$ cat src/logic/corr_pkg.sv
package corr_pkg;

    //////////////////////////////////////////////////
    // Host command set
    //////////////////////////////////////////////////

    // Opcode carried with every req
    typedef enum logic [1:0] {
        OP_LOAD_TAP    = 2'd0,
        OP_LOAD_SAMPLE = 2'd1,
        OP_RUN         = 2'd2,
        OP_READ        = 2'd3
    } corr_op_e;

    // Sequencer states
    typedef enum logic [1:0] {
        ST_IDLE   = 2'd0,
        ST_SETTLE = 2'd1,
        ST_ACK    = 2'd2
    } ctrl_state_e;

    //////////////////////////////////////////////////
    // Default sizes
    //////////////////////////////////////////////////

    localparam int DEF_TAPS       = 4;
    localparam int DEF_DATA_WIDTH = 16;
    // Covers the 2*TAPS-1 sample entries for TAPS up to 4
    localparam int ADDR_WIDTH     = 3;

endpackage
$ cat src/logic/operand_regs.sv
`timescale 1ns/1ps

module operand_regs #(
    parameter int TAPS       = 4,
    parameter int DATA_WIDTH = 16
) (
    input  logic                            clk,
    input  logic                            rst_n,
    input  logic                            tap_we,
    input  logic                            sample_we,
    input  logic [corr_pkg::ADDR_WIDTH-1:0] addr,
    input  logic [DATA_WIDTH-1:0]           wdata,
    output logic [DATA_WIDTH-1:0]           taps [TAPS],
    output logic [DATA_WIDTH-1:0]           samples [2*TAPS-1]
);

    localparam int NSAMP = 2 * TAPS - 1;

    // Tap file, feeds the left edge of the grid
    always_ff @(posedge clk or negedge rst_n) begin
        if (!rst_n) begin
            for (int i = 0; i < TAPS; i++) begin
                taps[i] <= '0;
            end
        end else if (tap_we) begin
            // Out of range addr matches no entry
            for (int i = 0; i < TAPS; i++) begin
                if (int'(addr) == i) taps[i] <= wdata;
            end
        end
    end

    // Sample file, feeds the top edge of the grid
    always_ff @(posedge clk or negedge rst_n) begin
        if (!rst_n) begin
            for (int i = 0; i < NSAMP; i++) begin
                samples[i] <= '0;
            end
        end else if (sample_we) begin
            for (int i = 0; i < NSAMP; i++) begin
                if (int'(addr) == i) samples[i] <= wdata;
            end
        end
    end

endmodule

$ cat config.mk
export PLATFORM = sky130hd
export DESIGN_NAME = operand_regs
export DESIGN_NICKNAME = d
export VERILOG_FILES = /design/src/logic/corr_pkg.sv /design/src/logic/operand_regs.sv
export SDC_FILE = /design/constraint.sdc
export NUM_CORES = 1
export LEC_CHECK = 0
export BUFFER_PORTS_ARGS = -buffer_cell sky130_fd_sc_hd__clkbuf_2
export CORE_ASPECT_RATIO = 0.6
export CORE_UTILIZATION = 35
export CTS_CLUSTER_DIAMETER = 150
export DETAILED_ROUTE_END_ITERATION = 10
export HOLD_SLACK_MARGIN = 0.06
export MAX_ROUTING_LAYER = met4
export PLACE_DENSITY = 0.66
export SLEW_MARGIN = 30
export SYNTH_ARGS = -nofsm -noshare
export SYNTH_HDL_FRONTEND = slang
export SYNTH_SLANG_ARGS = --single-unit
$ cat constraint.sdc
create_clock -name clk -period 1.81 [get_ports clk]
set_input_delay 0 -clock clk [delete_from_list [all_inputs] [get_ports clk]]
set_output_delay 0 -clock clk [all_outputs]
set_load 0.02 [all_outputs]
* After elaboration in Yosys (flattened, before gate mapping)
Index checks and enable logic that the tools add are counted.
Word-level totals: bits in registers 176, output and inout port bits 176
Cells by class: equal/unequal tests 6, reductions and logical operators 12
Operators by type and width (number):
- AND reduction 2 bit | 11
- equality test 3 bit, second input constant | 4
- equality test 3 x 2 -> 1 bit, second input constant | 2
- zero test 3 bit | 1

* Logic depth before layout (Yosys ltp)
depth in word-level cells 2, mapped depth 5, depth with buffers taken out 2

* Worst setup path after synthesis
Ideal clock, no wire load.
path type in2reg, start point in addr[1] in the netlist's numbering, end point reg taps[54] in the netlist's numbering, library setup time 125 ps, arrival time 1099 ps, data required time 1685 ps, slack 585 ps, stages on the path 4, path through buf_6 nor4b_4 buf_8 mux2_4
On the way: cells in the longest elaborated chain, start to end 2
RTL lines:
- start, declared | line operand_regs.sv:11 | input logic [corr_pkg::ADDR_WIDTH-1:0] addr,
- zero test 3 bit | line operand_regs.sv:28 | if (int'(addr) == i) taps[i] <= wdata;
- AND reduction 2 bit (no source line)
- end, declared | line operand_regs.sv:13 | output logic [DATA_WIDTH-1:0] taps [TAPS],
Every way passes these cells. A chain may end at the register's enable or synchronous reset.

* Worst setup path after layout
start point in addr[2] in the netlist's numbering, end point reg taps[10] in the netlist's numbering
On the way: cells in the longest elaborated chain, start to end 2
RTL lines (line):
- equality test 3 bit | operand_regs.sv:28
- AND reduction 2 bit (no source line)
Every way passes these cells.

==> run metrics <==
DRT Pass-1 Iters 6; Routability Congestion between 0.7 and 0.8; DP Cell Count 844; LEAKAGE between 4 and 5 nW; total CTS buffers 17; CP max FO 16; vias in the first global route roughly 4,400; CTS tree built; fmax 871 MHz; R2R Setup Slk about 1000 ps; NumNets Final 623; worst-skew pair later-pin latency roughly 410 ps; Core Area approximately 19,000 sq um; initial core utilization 0.358; DIE AREA 20,100 sq um; Crit path required time approximately 2100 ps; routed vias/inst around 4.7; Die W 182 um; commonest non-fill, non-tap cell in the layout clkbuf_2; most frequent cells in the layout clkbuf_2, dfrtp_1, mux2_2, clkbuf_16, buf_4; Avg WL per Cell slightly above 20 um; hpwl dp around 13 mm; YS warnings 0; FF-to-FF Start samples[68]; Fill cells between 1,500 and 2,000; post-synthesis sequential area ratio 0.645; postcts setup bufs 0; Worst Skew 0 ps; Mapped Area 6830 sq um; PostCTS Resize Cnt 0; aggregate routed wire length about 18 mm; Ant. Diodes 0; Max-slew headroom 0.540; Slew @ Worst Pin about 700 ps; HP Start wdata[15]; WS Path Type input port to flip-flop; Peak VDD IR about 0.54 mV; Synth Instances roughly 400; P per Cell Area 1400 nW/um^2; share of layout cells above drive strength 1 0.702; non-filler cells, final 877; die height 110 um; final hold vios 0; io pins 199; synthesized area per cell ~17 sq um; clock root cell clkbuf_16; clk buf depth 2; Worst setup SP type input port; setup TNS 0 ps; Total GRT Usage 0.189; grt total ovfl 0; Worst Hold End samples[95]; cts-stage hold buffer count 3; crit path DAT ~1400 ps; pin count of the biggest net entering global routing 67; Worst-path clk slew roughly 70 ps; hold depth 2; via count 4,148; RSZ-0062 raised after global routing no; IO Port Bufs a little under 200; synthesis-to-layout area growth 27.1%; synthesized flop and latch total 176; first-pass GRT wire length about 27 mm; Starting DRT DRC Count 96; FP Rows 39; Synth cell types 12; Synth Net Count roughly 420; status finished clean; R2R depth 1; antenna viol nets, final 0; max-capacitance violation count 0; endpoint class of the critical path flip-flop; Final Critical Period roughly 1100 ps; initial antenna violation count 1; H-tree Lvls 4; worst reg2reg endpoint samples[68]; Tcrit/Tclk final 0.634; hold crit path type input port to flip-flop; DRC viols 0; final setup fails 0; Num Clock Sinks about 180; max-slew violation count 0
==> report_power, final <==
group / internal, W / switching, W / leakage (nW) / total, W
clock: 0.00206 / 0.00151 / 0.273 / 0.00357
sequential: 0.00480 / 0.000496 / 2.11 / 0.00530
combinational: 0.00129 / 0.00195 / 1.76 / 0.00325
==> worst max-delay path by stage <==
stage / from / end
final: addr[2] / taps[10]
after global placement: addr[2] / taps[6]
after floorplan: addr[1] / taps[54]
after global routing: addr[2] / taps[10]
after CTS: addr[2] / taps[14]
after detailed placement: addr[2] / taps[5]
==> worst max-delay path, cell delays in order <==
cell      delay [ps]
clkbuf_2         210
nand4b_2         710
mux2_2           500
==> synth_stat cells (all sizes together) <==
master,number,share of area
buf,20,0.026
nor4b,2,0.0070
and4bb,4,0.0073
mux2,176,0.30
nand4b,4,0.0088
nor4bb,1,0.0015
clkbuf,16,0.0088
dfrtp,176,0.64
==> registers in the layout, indices dropped and copies added, names as in the netlist <==
name,cells
samples,112
taps,64
==> logic make-up (layout without fill, tap and decap cells) <==
group,count (synthesis),count (layout),synth area share
mux,176,176,0.296
flops,176,176,0.645
buf+inv,36,248,0.0348
simple gates,11,11,0.0246
==> routing by layer <==
layer,GRT usage,wire length (um)
met4,0.0522,121
met2,0.264,7520
met3,0.0608,1240
met1,0.262,8770
met5,-,0
==> layout make-up <==
type,count,area (sq um),area share
multi-input cells,187,2200,0.254
clock inverters,9,113,0.0130
well taps,266,333,0.0383
clock buffers,21,450,0.0519
repair buffers,218,1180,0.136
flip-flops and latches,176,4400,0.507
==> through the flow <==
step / area (sq um) / util / total power [W] / setup slack [ps] / hold slack (ps)
CTS: 8680 / 0.455 / 0.0123 / 608 / 65.9
floorplan: 6830 / - / 0.00728 / 585 / -296
finish: 8680 / 0.455 / 0.0121 / 662 / 83.0
global placement: 8090 / 0.424 / 0.00852 / 328 / 27.4
detailed placement: 8090 / 0.424 / 0.00864 / 154 / 50.2
global route: 8680 / 0.455 / 0.0127 / 614 / 78.0
Note: power is estimated with default switching activity, not from simulation.
