===== src/logic/corr_pkg.sv =====
package corr_pkg;

    //////////////////////////////////////////////////
    // Host command set
    //////////////////////////////////////////////////

    // Opcode carried with every req
    typedef enum logic [1:0] {
        OP_LOAD_TAP    = 2'd0,
        OP_LOAD_SAMPLE = 2'd1,
        OP_RUN         = 2'd2,
        OP_READ        = 2'd3
    } corr_op_e;

    // Sequencer states
    typedef enum logic [1:0] {
        ST_IDLE   = 2'd0,
        ST_SETTLE = 2'd1,
        ST_ACK    = 2'd2
    } ctrl_state_e;

    //////////////////////////////////////////////////
    // Default sizes
    //////////////////////////////////////////////////

    localparam int DEF_TAPS       = 4;
    localparam int DEF_DATA_WIDTH = 16;
    // Covers the 2*TAPS-1 sample entries for TAPS up to 4
    localparam int ADDR_WIDTH     = 3;

endpackage

===== src/logic/result_bank.sv =====
`timescale 1ns/1ps

module result_bank #(
    parameter int TAPS      = 4,
    parameter int ACC_WIDTH = 35
) (
    input  logic                            clk,
    input  logic                            rst_n,
    input  logic                            capture,
    input  logic [ACC_WIDTH-1:0]            lag_sums [TAPS],
    input  logic [corr_pkg::ADDR_WIDTH-1:0] addr,
    output logic [ACC_WIDTH-1:0]            rdata
);

    // Lags latched at the end of the last run
    logic [ACC_WIDTH-1:0] held [TAPS];

    always_ff @(posedge clk or negedge rst_n) begin
        if (!rst_n) begin
            for (int i = 0; i < TAPS; i++) begin
                held[i] <= '0;
            end
        end else if (capture) begin
            held <= lag_sums;
        end
    end

    // Indexed read, zero for lags past TAPS-1
    always_comb begin
        rdata = '0;
        for (int i = 0; i < TAPS; i++) begin
            if (int'(addr) == i) rdata = held[i];
        end
    end

endmodule


===== config.mk =====
export PLATFORM = sky130hd
export DESIGN_NAME = result_bank
export DESIGN_NICKNAME = d
export VERILOG_FILES = /design/src/logic/corr_pkg.sv /design/src/logic/result_bank.sv
export SDC_FILE = /design/constraint.sdc
export NUM_CORES = 1
export LEC_CHECK = 0
export BUFFER_PORTS_ARGS = -buffer_cell sky130_fd_sc_hd__buf_2
export CORE_UTILIZATION = 40
export CTS_CLUSTER_SIZE = 24
export DETAILED_ROUTE_END_ITERATION = 10
export PLACE_DENSITY_LB_ADDON = 0.08
export REMOVE_ABC_BUFFERS = 1
export SETUP_SLACK_MARGIN = 0.5
export SYNTH_ARGS = -nofsm -noshare
export SYNTH_HDL_FRONTEND = slang
export SYNTH_SLANG_ARGS = --single-unit

===== constraint.sdc =====
create_clock -name clk -period 1.1 [get_ports clk]
set_input_delay 0.055 -clock clk [delete_from_list [all_inputs] [get_ports clk]]
set_output_delay 0.055 -clock clk [all_outputs]
set_load 0.01 [all_outputs]

Yosys cells after proc, flatten, opt, wreduce, memory -nomap -nowiden
Cells that the tools add are included.

word-level totals
  register bits = 140
  output and inout port bits = 35

cells by class
  equal/unequal tests = 3
  mux-type cells = 4
  reductions and logical operators = 1

operators with widths
  cell                count
  $mux 35             4
  $eq 3x3->1 const B  2
  $eq 3x2->1 const B  1
  $logic_not 3->1     1

Logic depth before layout (Yosys ltp)
  word-level depth = 5
  gate-level depth with buffers = 4
  depth with buffers taken out = 2

Least setup slack after synthesis
No wires, ideal clock.

  kind = input to register
  from = in capture
  to = reg held[100] in the netlist's numbering
  required time = 0.975 ns
  path slack = 0.239 ns
  arrival = 0.736 ns
  cell stages on the path = 4
  path buffers = 3
  cells stage by stage = buf_6 > buf_8 > buf_6 > mux2_4

RTL lines
  item                  line               text
  start, declared       result_bank.sv:9   input logic capture,
  end signal, assigned  result_bank.sv:24  held <= lag_sums;
  end, declared         result_bank.sv:16  logic [ACC_WIDTH-1:0] held [TAPS];

No word-level cell between the ends.

Worst setup path in the final report
  from = reg held[98] in the netlist's numbering
  to = out rdata[28]

on the way
  cells in the longest elaborated chain, start to end = 3

RTL lines
  item                   line               text
  $mux 35 (3 in series)  result_bank.sv:32  if (int'(addr) == i) rdata = held[i];
  end, declared          result_bank.sv:12  output logic [ACC_WIDTH-1:0] rdata

Every way passes these cells.

==> results.py <==
metrics = {
    "timing": {
        "tightest_slew_ns": 0.386,
        "maxSlewViolCount": 0,
        "rsz0062_at_grt": "yes",
        "finalCriticalPeriod_ns": 1.33,
        "hold_viol": 280,
        "finalSetupViolCount": 35,
        "fin_crit_sh": 1.21,
        "fin_hold_ws_ns": -0.454,
        "finClkSkew_ns": 0,
        "setup_ws_ns": -0.227,
        "max_slew_margin": 0.743,
        "fmax_ghz": 0.754,
    },
    "critical_path": {
        "max_stage_delay_ns": 0.39,
        "end_kind": "output pin",
        "cp.arrival_ns": 1.27,
        "worstReg2RegStart": "held[48]$_DFFE_PN0P_",
        "cp_top_family": "flip-flops",
        "cp.required_ns": 1.04,
        "worstPathMaxFanout": 2,
        "crit_path_start_kind": "register",
        "critPathKind": "register to output pin",
        "reg2reg_to": "held[48]$_DFFE_PN0P_",
        "r2r.worst_path.cells": 3,
        "crit_chain": "mux2i_2 > o22ai_1 > buf_2",
        "ff2ff_setup_slack_ns": 0.11,
        "slowest_stage": "dfrtp_1",
        "path_buf_inv": 1,
    },
    "routing": {
        "drc": 0,
        "viasPerCell": 4.85,
        "wl_per_cell_um": 17.9,
        "drt-pass1-iter-count": 4,
        "wirelength_um": 15700,
        "ant_nets": 0,
        "vias": 4261,
        "drtIter0Drc": 101,
    },
    "clock_tree": {
        "worstSkewPairLatency_ns": 0.41,
        "cts_buffer_depth": 2,
        "tritoncts": "done",
        "htreeDepth": 4,
        "cts_buffers": 17,
        "clk_pin_slew_worst_paths_ns": 0.06,
        "root_buffer": "clkbuf_16",
        "cts.sinks": 140,
    },
    "logic_synthesis": {
        "ys_seq_elements": 140,
        "yosys.area.top_type": "dfrtp_1",
        "synth_top_area_frac": 0.526,
        "syn-cell-area_um2": 6660,
        "synth_cell_type_count": 12,
        "syn-instance-count": 419,
        "synth_area_leaders": "dfrtp_1, mux2_4, mux2i_1",
        "avgSynthCellArea_um2": 15.9,
        "ys_seq_area_frac": 0.526,
        "yosysWarningCount": 0,
    },
    "grt": {
        "antenna_found_initial": 1,
        "gr-total-overflow": 0,
        "grt_pass1_vias": 4523,
        "grt_pass1_wl_um": 23700,
        "grt_start_max_net_pins": 36,
        "grt_use_total": 0.187,
    },
    "layout": {
        "reg_top3": "held: 140 flops",
        "layout_common_cells": "buf_2, dfrtp_1, mux2_4, mux2i_1, o22ai_1",
        "drive_gt1_frac": 0.630,
        "layout_commonest_cell": "buf_2",
        "largest_register": "held",
        "largest_reg_flops": 140,
        "finalNetCount": 793,
        "syn2layout_area_growth_pct": 35.8,
        "utilization": 0.563,
    },
    "place": {
        "port_buffers": 180,
        "place_hpwl_um": 10600,
        "gp_congestion": 0.750,
    },
    "flow_run": {
        "cap_violations": 0,
    },
    "die": {
        "core_um2": 16100,
        "dieArea_um2": 17200,
        "rows": 46,
        "start_util": 0.415,
        "fp.dieW_um": 131,
        "dieHeight_um": 131,
        "num_io_pins": 181,
    },
    "power_and_ir_drop": {
        "peakVddDrop_v": 0.00122,
        "power_density_nw_per_um2": 1590,
        "leakage_nw": 4.65,
        "power_mw": 14.4,
    },
    "status": {
        "violations": "hold timing, setup timing",
        "status": "complete, but fails checks",
    },
    "min_path": {
        "hold_class": "input pin to asynchronous set/reset pin",
    },
}
## worst reg2reg max path: cells and delay by family, from the launching register on
family   cells  cell delay (ns)
flops        1             0.39
buf+inv      2             0.22
mux          1             0.26
## timing repair
| action | CTS | global route |
|---|---|---|
| gates resized for setup | 35 | 24 |
| setup endpoints to repair | 175 | 175 |
| hold endpoints to repair | 280 | 280 |
| pin swaps | 15 | 9 |
| setup buffers | 21 | 16 |
## Yosys cell counts
master      n
clkbuf_1    1
o22ai_1    35
or2_1       1
buf_4       7
nand2b_1    1
mux2i_1    70
buf_2       9
buf_6      14
mux2_4    100
buf_8       1
dfrtp_1   140
mux2_2     40
## metrics by stage
stage	setup TNS (ns)	area, um^2	setup WS [ns]	instances
after global placement	0	7930	0.0107	807
after detailed placement	-0.0218	7930	-0.0218	807
final	-5.09	9050	-0.227	878
after floorplan	0	6390	0.0516	387
after global routing	-7.53	9040	-0.265	877
after CTS	-5.78	8830	-0.244	860
## metal layers
metal | up-vias | GRT usage | part of all wire | routed length (um)
li1 | 1991 | - | - | -
met1 | 2134 | 0.226 | 0.43 | 6740
met2 | 122 | 0.307 | 0.48 | 7550
met3 | 14 | 0.0674 | 0.080 | 1250
met4 | 0 | 0.0683 | 0.012 | 184
met5 | - | 0 | 0 | 0
## how the worst max path moves through the flow
stage | startpoint | end | slack (ns) | cells after the start
6_report | held[98]$_DFFE_PN0P_ | rdata[28] | -0.23 | 3
5_1_grt | held[68]$_DFFE_PN0P_ | rdata[33] | -0.27 | 3
2_1_floorplan | addr[2] | rdata[33] | 0.05 | 2
4_1_cts | held[63]$_DFFE_PN0P_ | rdata[28] | -0.24 | 3
3_5_place_dp | addr[1] | rdata[3] | -0.02 | 6
3_3_place_gp | addr[1] | rdata[3] | 0.01 | 6
## logic make-up after synthesis
logic type,after synthesis,synth area share
compound gates,35,0.0329
flops,140,0.526
simple gates,2,0.00188
mux,210,0.398
buf+inv,32,0.0411
## layout make-up
cell class                 instances  area [um^2]
clock inverter                    11          141
clock buffer                      21          470
fill                            1385         7010
multi-input combinational        247         3020
antenna                            2         5.00
timing repair buffer             241         1640
sequential                       140         3500
tap                              216          270
## power breakdown
group	total [mW]	switching (mW)	internal, mW	leakage, nW
combinational	2.50	0.925	1.58	2.72
clock	5.88	2.14	3.73	0.295
sequential	5.97	0.301	5.67	1.64
No activity file was read; power rests on OpenSTA's default activity.
