<file path="src/logic/corr_pkg.sv">
package corr_pkg;

    //////////////////////////////////////////////////
    // Host command set
    //////////////////////////////////////////////////

    // Opcode carried with every req
    typedef enum logic [1:0] {
        OP_LOAD_TAP    = 2'd0,
        OP_LOAD_SAMPLE = 2'd1,
        OP_RUN         = 2'd2,
        OP_READ        = 2'd3
    } corr_op_e;

    // Sequencer states
    typedef enum logic [1:0] {
        ST_IDLE   = 2'd0,
        ST_SETTLE = 2'd1,
        ST_ACK    = 2'd2
    } ctrl_state_e;

    //////////////////////////////////////////////////
    // Default sizes
    //////////////////////////////////////////////////

    localparam int DEF_TAPS       = 4;
    localparam int DEF_DATA_WIDTH = 16;
    // Covers the 2*TAPS-1 sample entries for TAPS up to 4
    localparam int ADDR_WIDTH     = 3;

endpackage
</file>
<file path="src/logic/corr_ctrl.sv">
`timescale 1ns/1ps

module corr_ctrl #(
    parameter int SETTLE_CYCLES = 12
) (
    input  logic               clk,
    input  logic               rst_n,
    input  logic               req,
    input  corr_pkg::corr_op_e op,
    output logic               ack,
    output logic               tap_we,
    output logic               sample_we,
    output logic               capture
);

    localparam int CNT_W = $clog2(SETTLE_CYCLES + 1);

    corr_pkg::ctrl_state_e state;
    // Counts down the grid settle time during a run
    logic [CNT_W-1:0]      settle_cnt;

    always_ff @(posedge clk or negedge rst_n) begin
        if (!rst_n) begin
            state      <= corr_pkg::ST_IDLE;
            ack        <= 1'b0;
            tap_we     <= 1'b0;
            sample_we  <= 1'b0;
            capture    <= 1'b0;
            settle_cnt <= '0;
        end else begin
            // Strobes are single-cycle pulses
            tap_we    <= 1'b0;
            sample_we <= 1'b0;
            capture   <= 1'b0;
            case (state)
                corr_pkg::ST_IDLE: begin
                    if (req) begin
                        case (op)
                            corr_pkg::OP_LOAD_TAP: begin
                                tap_we <= 1'b1;
                                ack    <= 1'b1;
                                state  <= corr_pkg::ST_ACK;
                            end
                            corr_pkg::OP_LOAD_SAMPLE: begin
                                sample_we <= 1'b1;
                                ack       <= 1'b1;
                                state     <= corr_pkg::ST_ACK;
                            end
                            corr_pkg::OP_RUN: begin
                                settle_cnt <= CNT_W'(SETTLE_CYCLES - 1);
                                state      <= corr_pkg::ST_SETTLE;
                            end
                            default: begin
                                // Read data comes straight from the result bank
                                ack   <= 1'b1;
                                state <= corr_pkg::ST_ACK;
                            end
                        endcase
                    end
                end
                corr_pkg::ST_SETTLE: begin
                    if (capture) begin
                        // Results are latched on this edge, so ack can go up
                        ack   <= 1'b1;
                        state <= corr_pkg::ST_ACK;
                    end else if (settle_cnt == '0) begin
                        capture <= 1'b1;
                    end else begin
                        settle_cnt <= settle_cnt - 1'b1;
                    end
                end
                corr_pkg::ST_ACK: begin
                    // Hold ack until the host lets go of req
                    if (!req) begin
                        ack   <= 1'b0;
                        state <= corr_pkg::ST_IDLE;
                    end
                end
                default: begin
                    ack   <= 1'b0;
                    state <= corr_pkg::ST_IDLE;
                end
            endcase
        end
    end

endmodule

</file>
<file path="config.mk">
export PLATFORM = sky130hd
export DESIGN_NAME = corr_ctrl
export DESIGN_NICKNAME = d
export VERILOG_FILES = /design/src/logic/corr_pkg.sv /design/src/logic/corr_ctrl.sv
export SDC_FILE = /design/constraint.sdc
export NUM_CORES = 1
export LEC_CHECK = 0
export BUFFER_PORTS_ARGS = -buffer_cell sky130_fd_sc_hd__buf_4
export CORE_AREA = 2 2 39 41
export CTS_CLUSTER_DIAMETER = 200
export DETAILED_ROUTE_END_ITERATION = 10
export DIE_AREA = 0 0 41 43
export PLACE_DENSITY = 0.65
export SYNTH_ARGS = -nofsm -noshare
export SYNTH_HDL_FRONTEND = slang
export SYNTH_SLANG_ARGS = --single-unit
</file>
<file path="constraint.sdc">
create_clock -name clk -period 2.9 [get_ports clk]
set_clock_uncertainty 0.2 [all_clocks]
set_input_delay 0.87 -clock clk [delete_from_list [all_inputs] [get_ports clk]]
set_output_delay 0.87 -clock clk [all_outputs]
set_load 0.05 [all_outputs]
</file>
Yosys cells after proc, flatten, opt, wreduce, memory -nomap -nowiden
Index checks and enable logic that the tools add are counted.
{ "word_totals": {"register_bits": 10, "out_inout_bits": 4, "wordCells": 49} }
{ "op_classes": {"addsub": 1, "n_eq_ne": 11, "mux": 24, "n_reduce_logical": 7} }
{ "op_table": {"columns": ["operator", "count"], "rows": [
  ["4-bit two-way mux", 4],
  ["1-bit two-way mux", 13],
  ["2-bit inequality test (second input constant)", 6],
  ["2-bit two-way mux", 4],
  ["4-bit one-hot mux with 2 select lines", 1],
  ["2-bit one-hot mux with 3 select lines", 1],
  ["5-bit AND reduction", 1],
  ["2-bit by 1-bit == test with 1-bit output (second input constant)", 2],
  ["2-bit == test (second input constant)", 2],
  ["2-bit zero test", 2],
  ["4-bit zero test", 1],
  ["4-bit AND reduction", 1],
  ["4-bit by 1-bit subtractor with 4-bit output (second input constant)", 1],
  ["1-bit one-hot mux with 3 select lines", 1],
  ["3-bit AND reduction", 1],
  ["2-bit by 1-bit inequality test with 1-bit output (second input constant)", 1],
  ["2-bit nonzero test", 1]
]} }

Depth between registers and ports, before layout
{ "logic_depth": {"depth_word": 4, "ltp_mapped": 5, "depth_no_buf": 5} }

Worst setup path before layout
No wires, ideal clock.
{ "synth_timing": {"path_type": "reg-to-reg", "startpoint": "register settle_cnt[0]", "endpoint": "register settle_cnt[0]", "setup_ns": 0.120, "arrival_ns": 1.404, "required_ns": 2.580, "slack_ns": 1.177, "stages_incl_launch_ff": 6, "path_cell_list": "dfrtp_1 -> inv_1 -> ha_1 -> or3b_4 -> a21o_1 -> a31o_1"} }
{ "synth_between": {"elab_chain_len": 4} }
{ "synth_rtl": {"columns": ["element", "line_no", "text"], "rows": [
  ["start, declared", "corr_ctrl.sv:20", "logic [CNT_W-1:0] settle_cnt;"],
  ["start signal, assigned", "corr_ctrl.sv:50", "settle_cnt <= CNT_W'(SETTLE_CYCLES - 1);"],
  ["start signal, assigned", "corr_ctrl.sv:69", "settle_cnt <= settle_cnt - 1'b1;"],
  ["4-bit by 1-bit subtractor with 4-bit output", "corr_ctrl.sv:69", null],
  ["4-bit two-way mux", "corr_ctrl.sv:66", "end else if (settle_cnt == '0) begin"],
  ["4-bit two-way mux", "corr_ctrl.sv:62", "if (capture) begin"],
  ["4-bit one-hot mux with 2 select lines", "corr_ctrl.sv:35", "case (state)"]
]} }
Several ways; a longest one is shown, not always the timed one. The select of a mux whose other input is x is not followed.
A chain may end at the register's enable or synchronous reset.

Final worst setup path
{ "layout_timing": {"startpoint": "register capture", "endpoint": "output port capture"} }
{ "layout_rtl": {"columns": ["element", "line_no", "text"], "rows": [
  ["start, declared", "corr_ctrl.sv:13", "output logic capture"],
  ["start signal, assigned", "corr_ctrl.sv:28", "capture <= 1'b0;"],
  ["start signal, assigned", "corr_ctrl.sv:34", "capture <= 1'b0;"],
  ["start signal, assigned", "corr_ctrl.sv:67", "capture <= 1'b1;"]
]} }
No word-level cell between the ends.

==> metrics <==
status=finished clean; CTS Sinks=10; crit share post-route=68.3%; Resized Gates After CTS=0; 1st-iter DRT viols=6; clk_lat worst skew=0.26 ns; Post CTS Setup Buffer Count=0; synthesis-to-finish area growth=18.2%; DRC=0; max_cap viols=0; hold crit path type=in -> async; I/O Pins=9; Reg clk slew, reported paths=0.07 ns; final WL=1000 um; global-route wire length before repair=1730 um; Synth area leaders=dfrtp_1 49%, a21oi_1 4.9%, nand2b_1 3.7%; worst path cell trace=buf_4; Final min period=between 1.5 and 2 ns; Reg2Reg Depth=5; antenna violations before repair=0; Final Setup Violations=0; CTS tree=yes; syn nets=55; vias in the first global route=377; Post-DP HPWL=just over 700 um; distinct cell type count after synthesis=24; Setup crit end kind=output pin; post-route ant nets=0; # diodes=0; CTS Buf Count=3; CP Data Arrival Time=0.91 ns; DR WL/cell=13.5 um; WP data required=1.83 ns; die height=43 um; CTS Hold Bufs=0; Fin. Hold Viols=0; layout cells sized above 1=roughly 26%; f_max=505 MHz; synthesized area per cell=approximately 10 um2; H-tree depth=1; most frequent cells in the layout=10 x dfrtp_1, 8 x buf_4, 5 x a21oi_1; GP Congestion=0.725; post-route setup TNS=0 ns; synthesis-stage register bit count=10; largest net degree at the start of global routing=12; first-pass iteration count of the detailed router=4; GRT Total Usage=15.2%; CTS Root Cell=clkbuf_4; die area=1760 um2; Yosys warning count=0; Slowest-stage cell, CP=dfrtp_1; # nets final=66; DR vias/cell=around 5.6; Max VDD drop=0.297 mV; element type at the critical path start=flop; slowest stage delay, CP=0.42 ns; Max transition margin=70.5%; worst slew pin tran=about 0.44 ns; Die W=41 um; Initial Util=between 30% and 40%; worst-path fanout max=5; commonest non-fill, non-tap cell in the layout=dfrtp_1; row cnt=14; Cell Area, Synth=508 um2; Fin Hold WS=0.217 ns; kind of cell adding the most delay to the critical path=flip-flops; IO buf count=8; power density cells=772 nW/um2; Synth top area share=49.3%; largest area contributor in the netlist=dfrtp_1; Max Root-Sink Buffers=2; core area=about 1400 um2; cell depth of the worst setup path=1; GRT Residual Overflow=0; CP Class=reg -> out; fin. max-slew vios=0; post-synthesis sequential area ratio=between 40% and 50%; routed via count=416; Post-Synthesis Cells=49; LEAKAGE=0.274 nW; RSZ-0062 raised after global routing=false; buffers and inverters on the worst path=1
## cells by family after synthesis
kind of cell | Yosys count | synth area share (%)
adder cells (fa/ha/maj) | 1 | 2.46
flip-flops | 10 | 49.3
AND/OR/NAND/NOR | 18 | 24.4
buffers and inverters | 5 | 4.19
AO/OA/AOI/OAI | 15 | 19.7
## per-layer routing
| layer | vias to the layer above | global-route usage (%) | part of all wire [%] |
|---|---|---|---|
| li1 | 198 | - | - |
| met1 | 206 | 20.4 | 46 |
| met2 | 10 | 19.4 | 48 |
| met3 | 2 | 7.85 | 5.6 |
| met4 | 0 | 8.00 | 0.80 |
| met5 | - | 0 | 0 |
## registers in the layout, summed over array words and instances (netlist names)
name / flops
tap_we: 1
capture: 1
ack: 1
sample_we: 1
settle_cnt: 4
state: 2
## worst paths after layout
path                               start            end  slack, ns
max in group asynchronous          rst_n            ack       2.14
min reg2reg                settle_cnt[1]  settle_cnt[1]       0.33
max reg2reg                settle_cnt[0]  settle_cnt[0]       1.07
min                                rst_n         tap_we       0.22
min in group clk           settle_cnt[1]  settle_cnt[1]       0.33
max                              capture        capture       0.92
## worst reg2reg max path: stages (launching register included)
cell and delay (ns):
dfrtp_1 0.37, inv_1 0.11, ha_1 0.21, or3b_4 0.42
a21o_1 0.20, a31o_1 0.21
## stage by stage
stage | power (W) | setup slack (ns) | area, um2 | instances | utilization (%)
after global routing | 0.000496 | 0.883 | 601 | 74 | 43.4
after CTS | 0.000466 | 0.912 | 601 | 74 | 43.4
final | 0.000464 | 0.920 | 601 | 74 | 43.4
after floorplan | 0.000327 | 1.18 | 508 | 49 | -
after detailed placement | 0.000368 | 0.991 | 578 | 71 | 41.8
after global placement | 0.000362 | 1.01 | 578 | 71 | 41.8
## synthesized netlist by cell type
master	count
a21o_1	1
a21oi_1	5
a31o_1	2
a31oi_1	2
a32oi_1	1
and4b_1	1
buf_2	2
dfrtp_1	10
ha_1	1
inv_1	2
inv_2	1
nand2_1	2
nand2b_1	3
nor2_1	3
nor3_1	3
nor3b_2	1
nor4b_2	1
nor4bb_1	1
o21a_1	1
o22ai_1	2
o2bb2ai_1	1
or2_1	1
or3_1	1
or3b_4	1
## power by group
group / total, W / switching [W] / internal (W)
sequential: 0.000212 / 0.0000364 / 0.000176
clock: 0.0000968 / 0.0000488 / 0.0000480
combinational: 0.000155 / 0.0000850 / 0.0000695
total: 0.000464 / 0.000170 / 0.000293
## area by class of cell
cell class,instances,area [um2]
Tap cell,16,20.0
Fill cell,127,783
Multi-Input combinational cell,34,236
Timing Repair Buffer,8,60.1
Inverter,3,11.3
Sequential cell,10,250
Clock buffer,3,22.5
Power figures use the tool's default switching activity.
